### config.mk
export PLATFORM = sky130hd
export DESIGN_NAME = mem_slot_top
export DESIGN_NICKNAME = d
export VERILOG_FILES = /design/src/logic/mem_slot_pkg.sv /design/src/logic/mem_slot_oper.sv /design/src/logic/mem_slot_seq.sv /design/src/logic/mem_slot_top.sv /design/src/logic/mem_slot_work.sv
export VERILOG_INCLUDE_DIRS = /design/src /design/src/include
export SDC_FILE = /design/constraint.sdc
export NUM_CORES = 1
export LEC_CHECK = 0
export BUFFER_PORTS_ARGS = -buffer_cell sky130_fd_sc_hd__buf_2
export CAP_MARGIN = 40
export CORE_UTILIZATION = 51
export CTS_CLUSTER_SIZE = 20
export DETAILED_ROUTE_END_ITERATION = 8
export GPL_ROUTABILITY_DRIVEN = 0
export PLACE_DENSITY = 0.77
export SLEW_MARGIN = 10
export SYNTH_ARGS = -nofsm -noshare
export SYNTH_HDL_FRONTEND = slang
export SYNTH_SLANG_ARGS = --single-unit
### constraint.sdc
create_clock -name clk_i -period 6.1 [get_ports clk_i]
set_input_delay 0.61 -clock clk_i [delete_from_list [all_inputs] [get_ports clk_i]]
set_output_delay 0.61 -clock clk_i [all_outputs]
set_load 0.005 [all_outputs]
### src/include/mem_slot_macros.svh
// Fixed sizes for the memory-access slot: bus word, address, page, tag and bus timeout
`ifndef MEM_SLOT_MACROS_SVH
`define MEM_SLOT_MACROS_SVH

// ============================================================
// Bus and address geometry
// ============================================================

// Bytes in one bus word
`define MS_DATA_BYTES 8
// Byte address width
`define MS_ADDR_BITS 32
// log2 of the page size, 4 KiB pages
`define MS_PAGE_BITS 12

// ============================================================
// Core side
// ============================================================

// Load/store queue tag width
`define MS_TAG_BITS 5
// Cycles one bus phase may wait before it is ended with a bus fault
`define MS_TIMEOUT 64

`endif

### src/logic/mem_slot_pkg.sv
// Shared types of the memory-access slot: vectors, slot states and fault codes
`default_nettype none

`include "mem_slot_macros.svh"

package mem_slot_pkg;

	// Byte address
	typedef logic [`MS_ADDR_BITS-1:0] addr_t;
	// One bus word
	typedef logic [`MS_DATA_BYTES*8-1:0] data_t;
	// Two bus words, store data after the lane shift
	typedef logic [2*`MS_DATA_BYTES*8-1:0] wide_t;
	// Byte lanes of one word
	typedef logic [`MS_DATA_BYTES-1:0] sel_t;
	// Byte lanes over the low and the high word
	typedef logic [2*`MS_DATA_BYTES-1:0] wsel_t;
	// Queue tag
	typedef logic [`MS_TAG_BITS-1:0] tag_t;
	// Access size, log2 of the byte count
	typedef logic [1:0] size_t;
	// Per-phase timeout counter
	typedef logic [7:0] tocnt_t;

	// Slot sequence, low word phase then optional high word phase
	typedef enum logic [2:0] {
		AVAIL   = 3'd0,
		ACTIVE  = 3'd1,
		DELAY   = 3'd2,
		ACTIVE2 = 3'd3,
		DELAY2  = 3'd4,
		FINISH  = 3'd5
	} slot_state_t;

	// Fault reported with the result
	typedef enum logic [1:0] {
		FLT_NONE = 2'd0,
		FLT_ALN  = 2'd1,
		FLT_BUS  = 2'd2
	} fault_t;

endpackage

`default_nettype wire

### src/logic/mem_slot_oper.sv
// Result assembly: read-word capture, merge and zero-extend, done pulse with tag and fault
`default_nettype none

`include "mem_slot_macros.svh"

module mem_slot_oper (
	input  wire                               clk_i,
	input  wire                               rst_i,
	input  wire                               capture_i,
	input  wire                               capture_hi_i,
	input  wire                               finish_i,
	input  mem_slot_pkg::fault_t              fault_i,
	input  mem_slot_pkg::data_t               mem_rdat_i,
	input  mem_slot_pkg::tag_t                tag_i,
	input  wire                               load_i,
	input  mem_slot_pkg::size_t               size_i,
	input  wire [$clog2(`MS_DATA_BYTES)-1:0]  offs_i,
	input  wire                               valid_i,
	output logic                              done_o,
	output mem_slot_pkg::tag_t                done_tag_o,
	output mem_slot_pkg::data_t               done_data_o,
	output mem_slot_pkg::fault_t              done_fault_o
);
	import mem_slot_pkg::*;

	data_t rd_lo_q;
	data_t rd_hi_q;
	wide_t merged;
	data_t result;

	// Low bytes kept for an access of 2**size bytes
	function automatic data_t fn_mask(input size_t size);
		data_t mask;
		mask = ~(data_t'('1) << (8 << size));
		return mask;
	endfunction

	// ============================================================
	// Read word capture
	// ============================================================
	always_ff @(posedge clk_i) begin
		if (capture_i) begin
			if (capture_hi_i)
				rd_hi_q <= mem_rdat_i;
			else
				rd_lo_q <= mem_rdat_i;
		end
	end

	// Bring the addressed byte down to lane zero
	// High word only contributes when the access spanned two words
	assign merged = {rd_hi_q, rd_lo_q} >> {offs_i, 3'b000};
	assign result = merged[`MS_DATA_BYTES*8-1:0] & fn_mask(size_i);

	// ============================================================
	// Done pulse
	// ============================================================
	always_ff @(posedge clk_i) begin
		if (rst_i)
			done_o <= 1'b0;
		else
			done_o <= finish_i && valid_i;
	end

	// Result payload, zero for stores and faulted accesses
	always_ff @(posedge clk_i) begin
		if (finish_i) begin
			done_tag_o   <= tag_i;
			done_fault_o <= fault_i;
			if (load_i && fault_i == FLT_NONE)
				done_data_o <= result;
			else
				done_data_o <= '0;
		end
	end

	// One result per access
	a_done_single: assert property (@(posedge clk_i) disable iff (rst_i)
		done_o |=> !done_o);

endmodule

`default_nettype wire

### src/logic/mem_slot_seq.sv
// Slot state machine: queue and bus four-phase handshakes, phase timeout, fault code
`default_nettype none

`include "mem_slot_macros.svh"

module mem_slot_seq (
	input  wire                       clk_i,
	input  wire                       rst_i,
	input  wire                       q_req_i,
	output logic                      q_ack_o,
	input  wire                       mem_ack_i,
	output logic                      mem_req_o,
	input  wire                       more_i,
	input  wire                       page_cross_i,
	output logic                      ld_o,
	output logic                      hi_o,
	output logic                      capture_o,
	output logic                      capture_hi_o,
	output logic                      finish_o,
	output mem_slot_pkg::fault_t      fault_o,
	output mem_slot_pkg::slot_state_t state_o
);
	import mem_slot_pkg::*;

	slot_state_t state_q;
	slot_state_t state_d;
	fault_t      fault_d;
	logic        req_d;
	tocnt_t      tocnt_q;
	logic        accept;
	logic        timeout;

	// New entry taken only once the previous ack has dropped
	assign accept  = (state_q == AVAIL) && q_req_i && !q_ack_o;
	assign timeout = (tocnt_q == tocnt_t'(`MS_TIMEOUT - 1));

	// ============================================================
	// Next state
	// ============================================================
	always_comb begin
		state_d = state_q;
		fault_d = fault_o;
		req_d   = mem_req_o;
		case (state_q)
			AVAIL: begin
				if (accept) begin
					state_d = ACTIVE;
					fault_d = FLT_NONE;
				end
			end
			ACTIVE, ACTIVE2: begin
				// Page crossing is known one cycle after capture, before any request
				if (state_q == ACTIVE && page_cross_i) begin
					state_d = FINISH;
					fault_d = FLT_ALN;
				end else if (mem_req_o && mem_ack_i) begin
					req_d   = 1'b0;
					state_d = (state_q == ACTIVE) ? DELAY : DELAY2;
				end else if (timeout) begin
					// Drop the request and wait out the ack like a last phase
					req_d   = 1'b0;
					fault_d = FLT_BUS;
					state_d = DELAY2;
				end else if (!mem_req_o && !mem_ack_i) begin
					req_d = 1'b1;
				end
			end
			DELAY: begin
				if (!mem_ack_i) begin
					state_d = more_i ? ACTIVE2 : FINISH;
				end else if (timeout) begin
					fault_d = FLT_BUS;
					state_d = FINISH;
				end
			end
			DELAY2: begin
				if (!mem_ack_i) begin
					state_d = FINISH;
				end else if (timeout) begin
					fault_d = FLT_BUS;
					state_d = FINISH;
				end
			end
			FINISH: state_d = AVAIL;
			default: state_d = AVAIL;
		endcase
	end

	// ============================================================
	// State, handshake and timeout registers
	// ============================================================
	always_ff @(posedge clk_i) begin
		if (rst_i) begin
			state_q   <= AVAIL;
			fault_o   <= FLT_NONE;
			mem_req_o <= 1'b0;
			q_ack_o   <= 1'b0;
			tocnt_q   <= '0;
		end else begin
			state_q   <= state_d;
			fault_o   <= fault_d;
			mem_req_o <= req_d;
			// Queue ack follows req down one cycle later
			if (accept)
				q_ack_o <= 1'b1;
			else if (q_ack_o && !q_req_i)
				q_ack_o <= 1'b0;
			// Count cycles spent in one state
			if (state_d != state_q)
				tocnt_q <= '0;
			else if (state_q != AVAIL)
				tocnt_q <= tocnt_q + tocnt_t'(1);
		end
	end

	// Strobes to the work and result blocks
	assign ld_o         = accept;
	assign hi_o         = (state_q == DELAY) && !mem_ack_i && more_i;
	assign capture_o    = (state_q == ACTIVE || state_q == ACTIVE2) && mem_req_o && mem_ack_i;
	assign capture_hi_o = (state_q == ACTIVE2);
	assign finish_o     = (state_q == FINISH);
	assign state_o      = state_q;

	// A new bus request only after memory has released the previous ack
	a_req_after_ack_low: assert property (@(posedge clk_i) disable iff (rst_i)
		$rose(mem_req_o) |-> !$past(mem_ack_i));

	// Queue ack rises only on the step out of AVAIL
	a_ack_from_avail: assert property (@(posedge clk_i) disable iff (rst_i)
		$rose(q_ack_o) |-> (state_q == ACTIVE) && ($past(state_q) == AVAIL));

endmodule

`default_nettype wire

### src/logic/mem_slot_top.sv
// Memory-access slot top: state machine, work register and result assembly
`default_nettype none

`include "mem_slot_macros.svh"

module mem_slot_top (
	input  wire                  clk_i,
	input  wire                  rst_i,
	// Load/store queue
	input  wire                  q_req_i,
	output logic                 q_ack_o,
	input  mem_slot_pkg::tag_t   q_tag_i,
	input  wire                  q_load_i,
	input  mem_slot_pkg::size_t  q_size_i,
	input  mem_slot_pkg::addr_t  q_addr_i,
	input  mem_slot_pkg::data_t  q_wdata_i,
	// Memory bus
	output logic                 mem_req_o,
	input  wire                  mem_ack_i,
	output logic                 mem_we_o,
	output mem_slot_pkg::addr_t  mem_adr_o,
	output mem_slot_pkg::sel_t   mem_sel_o,
	output mem_slot_pkg::data_t  mem_wdat_o,
	input  mem_slot_pkg::data_t  mem_rdat_i,
	// Flush
	input  wire                  stomp_i,
	input  mem_slot_pkg::tag_t   stomp_tag_i,
	// Result
	output logic                 done_o,
	output mem_slot_pkg::tag_t   done_tag_o,
	output mem_slot_pkg::data_t  done_data_o,
	output mem_slot_pkg::fault_t done_fault_o
);
	import mem_slot_pkg::*;

	logic                             ld;
	logic                             hi;
	logic                             capture;
	logic                             capture_hi;
	logic                             finish;
	fault_t                           fault;
	tag_t                             tag;
	logic                             load;
	size_t                            size;
	logic [$clog2(`MS_DATA_BYTES)-1:0] offs;
	logic                             valid;
	logic                             more;
	logic                             page_cross;

	// State output left open, observed only from simulation
	mem_slot_seq i_seq (
		.clk_i        (clk_i),
		.rst_i        (rst_i),
		.q_req_i      (q_req_i),
		.q_ack_o      (q_ack_o),
		.mem_ack_i    (mem_ack_i),
		.mem_req_o    (mem_req_o),
		.more_i       (more),
		.page_cross_i (page_cross),
		.ld_o         (ld),
		.hi_o         (hi),
		.capture_o    (capture),
		.capture_hi_o (capture_hi),
		.finish_o     (finish),
		.fault_o      (fault),
		.state_o      ()
	);

	mem_slot_work i_work (
		.clk_i        (clk_i),
		.rst_i        (rst_i),
		.ld_i         (ld),
		.hi_i         (hi),
		.q_tag_i      (q_tag_i),
		.q_load_i     (q_load_i),
		.q_size_i     (q_size_i),
		.q_addr_i     (q_addr_i),
		.q_wdata_i    (q_wdata_i),
		.stomp_i      (stomp_i),
		.stomp_tag_i  (stomp_tag_i),
		.tag_o        (tag),
		.load_o       (load),
		.size_o       (size),
		.offs_o       (offs),
		.valid_o      (valid),
		.more_o       (more),
		.page_cross_o (page_cross),
		.mem_we_o     (mem_we_o),
		.mem_adr_o    (mem_adr_o),
		.mem_sel_o    (mem_sel_o),
		.mem_wdat_o   (mem_wdat_o)
	);

	mem_slot_oper i_oper (
		.clk_i        (clk_i),
		.rst_i        (rst_i),
		.capture_i    (capture),
		.capture_hi_i (capture_hi),
		.finish_i     (finish),
		.fault_i      (fault),
		.mem_rdat_i   (mem_rdat_i),
		.tag_i        (tag),
		.load_i       (load),
		.size_i       (size),
		.offs_i       (offs),
		.valid_i      (valid),
		.done_o       (done_o),
		.done_tag_o   (done_tag_o),
		.done_data_o  (done_data_o),
		.done_fault_o (done_fault_o)
	);

endmodule

`default_nettype wire

### src/logic/mem_slot_work.sv
// Work register: captured queue entry, byte selects, lane-shifted store data, high-half step
`default_nettype none

`include "mem_slot_macros.svh"

module mem_slot_work (
	input  wire                                  clk_i,
	input  wire                                  rst_i,
	input  wire                                  ld_i,
	input  wire                                  hi_i,
	input  mem_slot_pkg::tag_t                   q_tag_i,
	input  wire                                  q_load_i,
	input  mem_slot_pkg::size_t                  q_size_i,
	input  mem_slot_pkg::addr_t                  q_addr_i,
	input  mem_slot_pkg::data_t                  q_wdata_i,
	input  wire                                  stomp_i,
	input  mem_slot_pkg::tag_t                   stomp_tag_i,
	output mem_slot_pkg::tag_t                   tag_o,
	output logic                                 load_o,
	output mem_slot_pkg::size_t                  size_o,
	output logic [$clog2(`MS_DATA_BYTES)-1:0]    offs_o,
	output logic                                 valid_o,
	output logic                                 more_o,
	output logic                                 page_cross_o,
	output logic                                 mem_we_o,
	output mem_slot_pkg::addr_t                  mem_adr_o,
	output mem_slot_pkg::sel_t                   mem_sel_o,
	output mem_slot_pkg::data_t                  mem_wdat_o
);
	import mem_slot_pkg::*;

	localparam int OFFS_BITS = $clog2(`MS_DATA_BYTES);

	logic [OFFS_BITS-1:0] q_offs;
	wsel_t                q_wsel;
	wide_t                q_wide;
	addr_t                next_adr;
	sel_t                 sel_hi_q;
	data_t                wdat_hi_q;
	logic                 hi_q;

	// Lanes covered by an access of 2**size bytes at lane zero
	function automatic sel_t fn_sel(input size_t size);
		sel_t mask;
		mask = ~(sel_t'('1) << (1 << size));
		return mask;
	endfunction

	// ============================================================
	// Lane placement of the incoming entry
	// ============================================================
	assign q_offs = q_addr_i[OFFS_BITS-1:0];

	// Selects and data slide up by the byte offset, spilling into the high word
	assign q_wsel = wsel_t'(fn_sel(q_size_i)) << q_offs;
	assign q_wide = wide_t'(q_wdata_i) << {q_offs, 3'b000};

	// Control state of the slot entry
	always_ff @(posedge clk_i) begin
		if (rst_i) begin
			valid_o <= 1'b0;
			hi_q    <= 1'b0;
		end else if (ld_i) begin
			// An entry stomped while being handed over never becomes valid
			valid_o <= !(stomp_i && stomp_tag_i == q_tag_i);
			hi_q    <= 1'b0;
		end else begin
			if (hi_i)
				hi_q <= 1'b1;
			// Flush of the held tag, bus cycle still runs to its end
			if (stomp_i && stomp_tag_i == tag_o)
				valid_o <= 1'b0;
		end
	end

	// ============================================================
	// Payload, low word on capture and high word on advance
	// ============================================================
	always_ff @(posedge clk_i) begin
		if (ld_i) begin
			tag_o      <= q_tag_i;
			load_o     <= q_load_i;
			size_o     <= q_size_i;
			offs_o     <= q_offs;
			mem_we_o   <= !q_load_i;
			// Bus address is always word aligned
			mem_adr_o  <= {q_addr_i[`MS_ADDR_BITS-1:OFFS_BITS], {OFFS_BITS{1'b0}}};
			mem_sel_o  <= q_wsel[`MS_DATA_BYTES-1:0];
			sel_hi_q   <= q_wsel[2*`MS_DATA_BYTES-1:`MS_DATA_BYTES];
			mem_wdat_o <= q_wide[`MS_DATA_BYTES*8-1:0];
			wdat_hi_q  <= q_wide[2*`MS_DATA_BYTES*8-1:`MS_DATA_BYTES*8];
		end else if (hi_i) begin
			mem_adr_o  <= next_adr;
			mem_sel_o  <= sel_hi_q;
			mem_wdat_o <= wdat_hi_q;
		end
	end

	// Word after the current one
	assign next_adr = mem_adr_o + addr_t'(`MS_DATA_BYTES);

	// Second phase needed while upper lanes remain and the step has not been taken
	assign more_o = |sel_hi_q && !hi_q;

	// Upper lanes land in the next page
	assign page_cross_o = more_o &&
		(next_adr[`MS_ADDR_BITS-1:`MS_PAGE_BITS] != mem_adr_o[`MS_ADDR_BITS-1:`MS_PAGE_BITS]);

endmodule

`default_nettype wire

==> flow_summary.toml <==
[layout]
drive_gt1_share_pct = 31.0
fin_cells = 2236
syn2layout_area_growth_pct = 19.3
design.final.nets = 1917

[timing]
report.final.hold_viol_count = 0
skew_ns = 0.0237
final.min_clock_period_ns = 2.95
achievable_clock_frequency_mhz = 339
fin_setup_tns_ns = 0
grt_setup_unrepaired = "no"
period_share_pct = 48.4
maxSlewViolCount = 0
report.final.setup_viol = 0
tightestPinTransition_ns = 0.863
slew_headroom_pct = 42.4

[clock_tree]
post_cts.repair.setup_buffers = 0
max-clock-path-buffers = 3
cts_repair_resize_count = 0
cts.hold.buffers_added = 0
clock-sinks = 385
tritoncts = "done"
cts_buffers = 41
clkSlewWorstSetupHoldPaths_ns = 0.06
clk-insertion-delay-late_ns = 0.54
htreeDepth = 2
clk_root_buffer_cell = "clkbuf_16"

[synthesis]
ys_ff_latch = 385
postSynth.asyncResetShare_pct = 0
avgSynthCellArea_um2 = 13.3
syn_inst = 1408
yosysUniqueCellTypes = 60
synth-warning-count = 0
synth_flop_cell = "edfxtp_1"
synth_seq_area_share_pct = 60.7
mappedNetlistArea_um2 = 18700
synth_edf_count = 367

[global_route]
maximum_number_of_pins_on_one_net_before_global_route_repair = 92
grt_util_all_layers_pct = 25.0
grt_antenna_before_repair = 16
first_global_vias = 12900
grt_remaining_overflow = 0
grt_first_pass_wirelength_um = 72400

[floorplanning]
die_height_um = 194
core_area_um2 = 35800
die_width_um = 194
ios = 357
number_of_core_rows = 69
initial_core_util_pct = 52.3
die_area_um2 = 37500

[worst_setup_path]
critical_path.max_fanout = 59
setup.worst_path.end_class = "register"
timing.critical_path.required_ns = 6.27
cp_data_arrival_time_ns = 3.11
timing.critical_path.slowest_stage_cell = "nand2_4"
critPathMaxStageDelay_ns = 0.74
criticalPathCategory = "register to register"
cp_cell_sequence = "nor3_2 -> nand3b_1 -> nand2_4 -> buf_4"
worstSetupStartpointType = "register"

[placed_design]
hpwl_um = 33200
port_buffers = 353
dp.cells = 2151

[routing]
drt_first_iter_violations = 997
avgViaCountPerCell = 5.88
num_vias = 13200
count_of_tritonroute_iterations_in_the_first_routing_pass = 7
drc = 0
antenna_violating_nets_post_route = 0
routed_length_per_placed_instance_um = 21.2
totalWireLength_um = 47400

[power_and_ir_drop]
power_per_cell_area_nw_per_um2 = 283
power.ir.vdd_worst_mv = 0.171
power.leakage_nw = 8.60

[status]
status = "finished clean"

[job]
maxCapViolCount = 0

[hold_path]
hp-class = "input pin to register"
-- flip-flops by register name (all words and copies together) (netlist names), 5 cells and up --
signal and cells:
i_work.mem_adr_o 29, i_oper.rd_lo_q 64, i_work.mem_wdat_o 64, i_seq.tocnt_q 8, i_work.sel_hi_q 7, i_oper.done_tag_o 5
i_oper.rd_hi_q 56, i_work.tag_o 5, i_oper.done_data_o 64, i_work.wdat_hi_q 56, i_work.mem_sel_o 8
-- cells by family after synthesis --
logic type	synth area share (%)
flip-flops	60.7
adder cells (fa/ha/maj)	0.200
buffers and inverters	2.43
multiplexers	18.3
other	0.0200
AND/OR/NAND/NOR	9.62
XOR/XNOR	1.96
AO/OA/AOI/OAI	6.77
-- cells in the final DEF, fill, tap and decap left out, types with 28 or more instances in the layout --
cell type  instances
edfxtp_1         367
mux2i_1          162
a21oi_1           51
a22o_1            32
nand2_1          105
o21ai_0           71
mux4_2            64
buf_2            353
nor2_1           197
mux2_2            32
clkbuf_16         41
xnor2_1           28
-- power breakdown --
part           internal (mW)  switching [mW]
clock network           1.39           0.984
registers               3.06          0.0703
logic                  0.346           0.464
-- worst max-delay path, delay by kind of cell (launching register included) --
family | cells | cell delay, ns
simple gates | 3 | 1.51
buf+inv | 1 | 0.63
flops | 1 | 0.42
-- cells in the mapped netlist (all sizes together), types with 2 or more instances --
master / number / share of area, %
o41ai: 4 / 0.19
a211oi: 12 / 0.48
nand2b: 5 / 0.17
mux2: 32 / 1.9
clkbuf: 47 / 0.94
o21ai: 73 / 1.9
a221oi: 2 / 0.13
nand3b: 2 / 0.080
dfxtp: 18 / 1.9
or2: 3 / 0.10
and4: 2 / 0.093
edfxtp: 367 / 59
xor2: 14 / 0.65
nor2b: 4 / 0.13
a2111oi: 2 / 0.13
nand3: 14 / 0.40
ha: 3 / 0.20
nor4: 9 / 0.30
o31ai: 2 / 0.080
nand2: 106 / 2.1
nor3: 23 / 0.70
and3: 5 / 0.17
and2: 19 / 0.63
a21oi: 51 / 1.4
nor2: 198 / 4.0
or3: 3 / 0.10
a22oi: 8 / 0.32
a21bo: 2 / 0.11
xnor2: 28 / 1.3
a22o: 32 / 1.5
a21o: 2 / 0.080
a31oi: 4 / 0.13
buf: 49 / 1.2
or4: 2 / 0.080
mux2i: 162 / 8.7
or3b: 3 / 0.14
nand4: 9 / 0.38
inv: 14 / 0.28
mux4: 64 / 7.7
-- worst paths after layout --
path                            slack [ns]  cells past startpoint                endpoint              from
worst max register to register        3.15                      4    i_work.mem_adr_o[20]  i_seq.state_o[1]
worst max-delay path                  3.15                      4    i_work.mem_adr_o[20]  i_seq.state_o[1]
worst min-delay path                  0.25                      1      i_oper.rd_lo_q[56]    mem_rdat_i[56]
worst min register to register        0.46                      0  i_oper.done_fault_o[1]  i_seq.fault_o[1]
-- stage by stage --
step	instance area (um2)	utilization [%]	hold slack [ns]	power (mW)	setup slack, ns
finish	22400	62.4	0.246	6.32	3.15
global route	22300	62.4	0.219	6.54	2.89
CTS	22300	62.1	0.217	6.35	3.11
detailed placement	21000	58.6	0.447	3.98	2.89
global placement	20900	58.2	0.448	3.95	3.02
floorplan	18700	-	0.431	3.68	0.459
-- per-layer routing --
| metal | vias to the layer above | routed length [um] | global-route usage [%] |
|---|---|---|---|
| met3 | 145 | 4140 | 5.62 |
| met1 | 6389 | 18200 | 32.2 |
| met2 | 612 | 23000 | 40.6 |
| met4 | 14 | 1950 | 11.2 |
| li1 | 5998 | - | - |
| met5 | - | 86 | 0 |
-- final cells by class --
class,instances,area [um2]
Tap cell,461,577
Timing Repair Buffer,379,2120
Sequential cell,385,11400
Fill cell,2674,13500
Inverter,14,55.1
Clock inverter,15,155
Antenna cell,9,22.5
Multi-Input combinational cell,915,6940
Clock buffer,58,1110
Note: power is estimated with default switching activity, not from simulation.
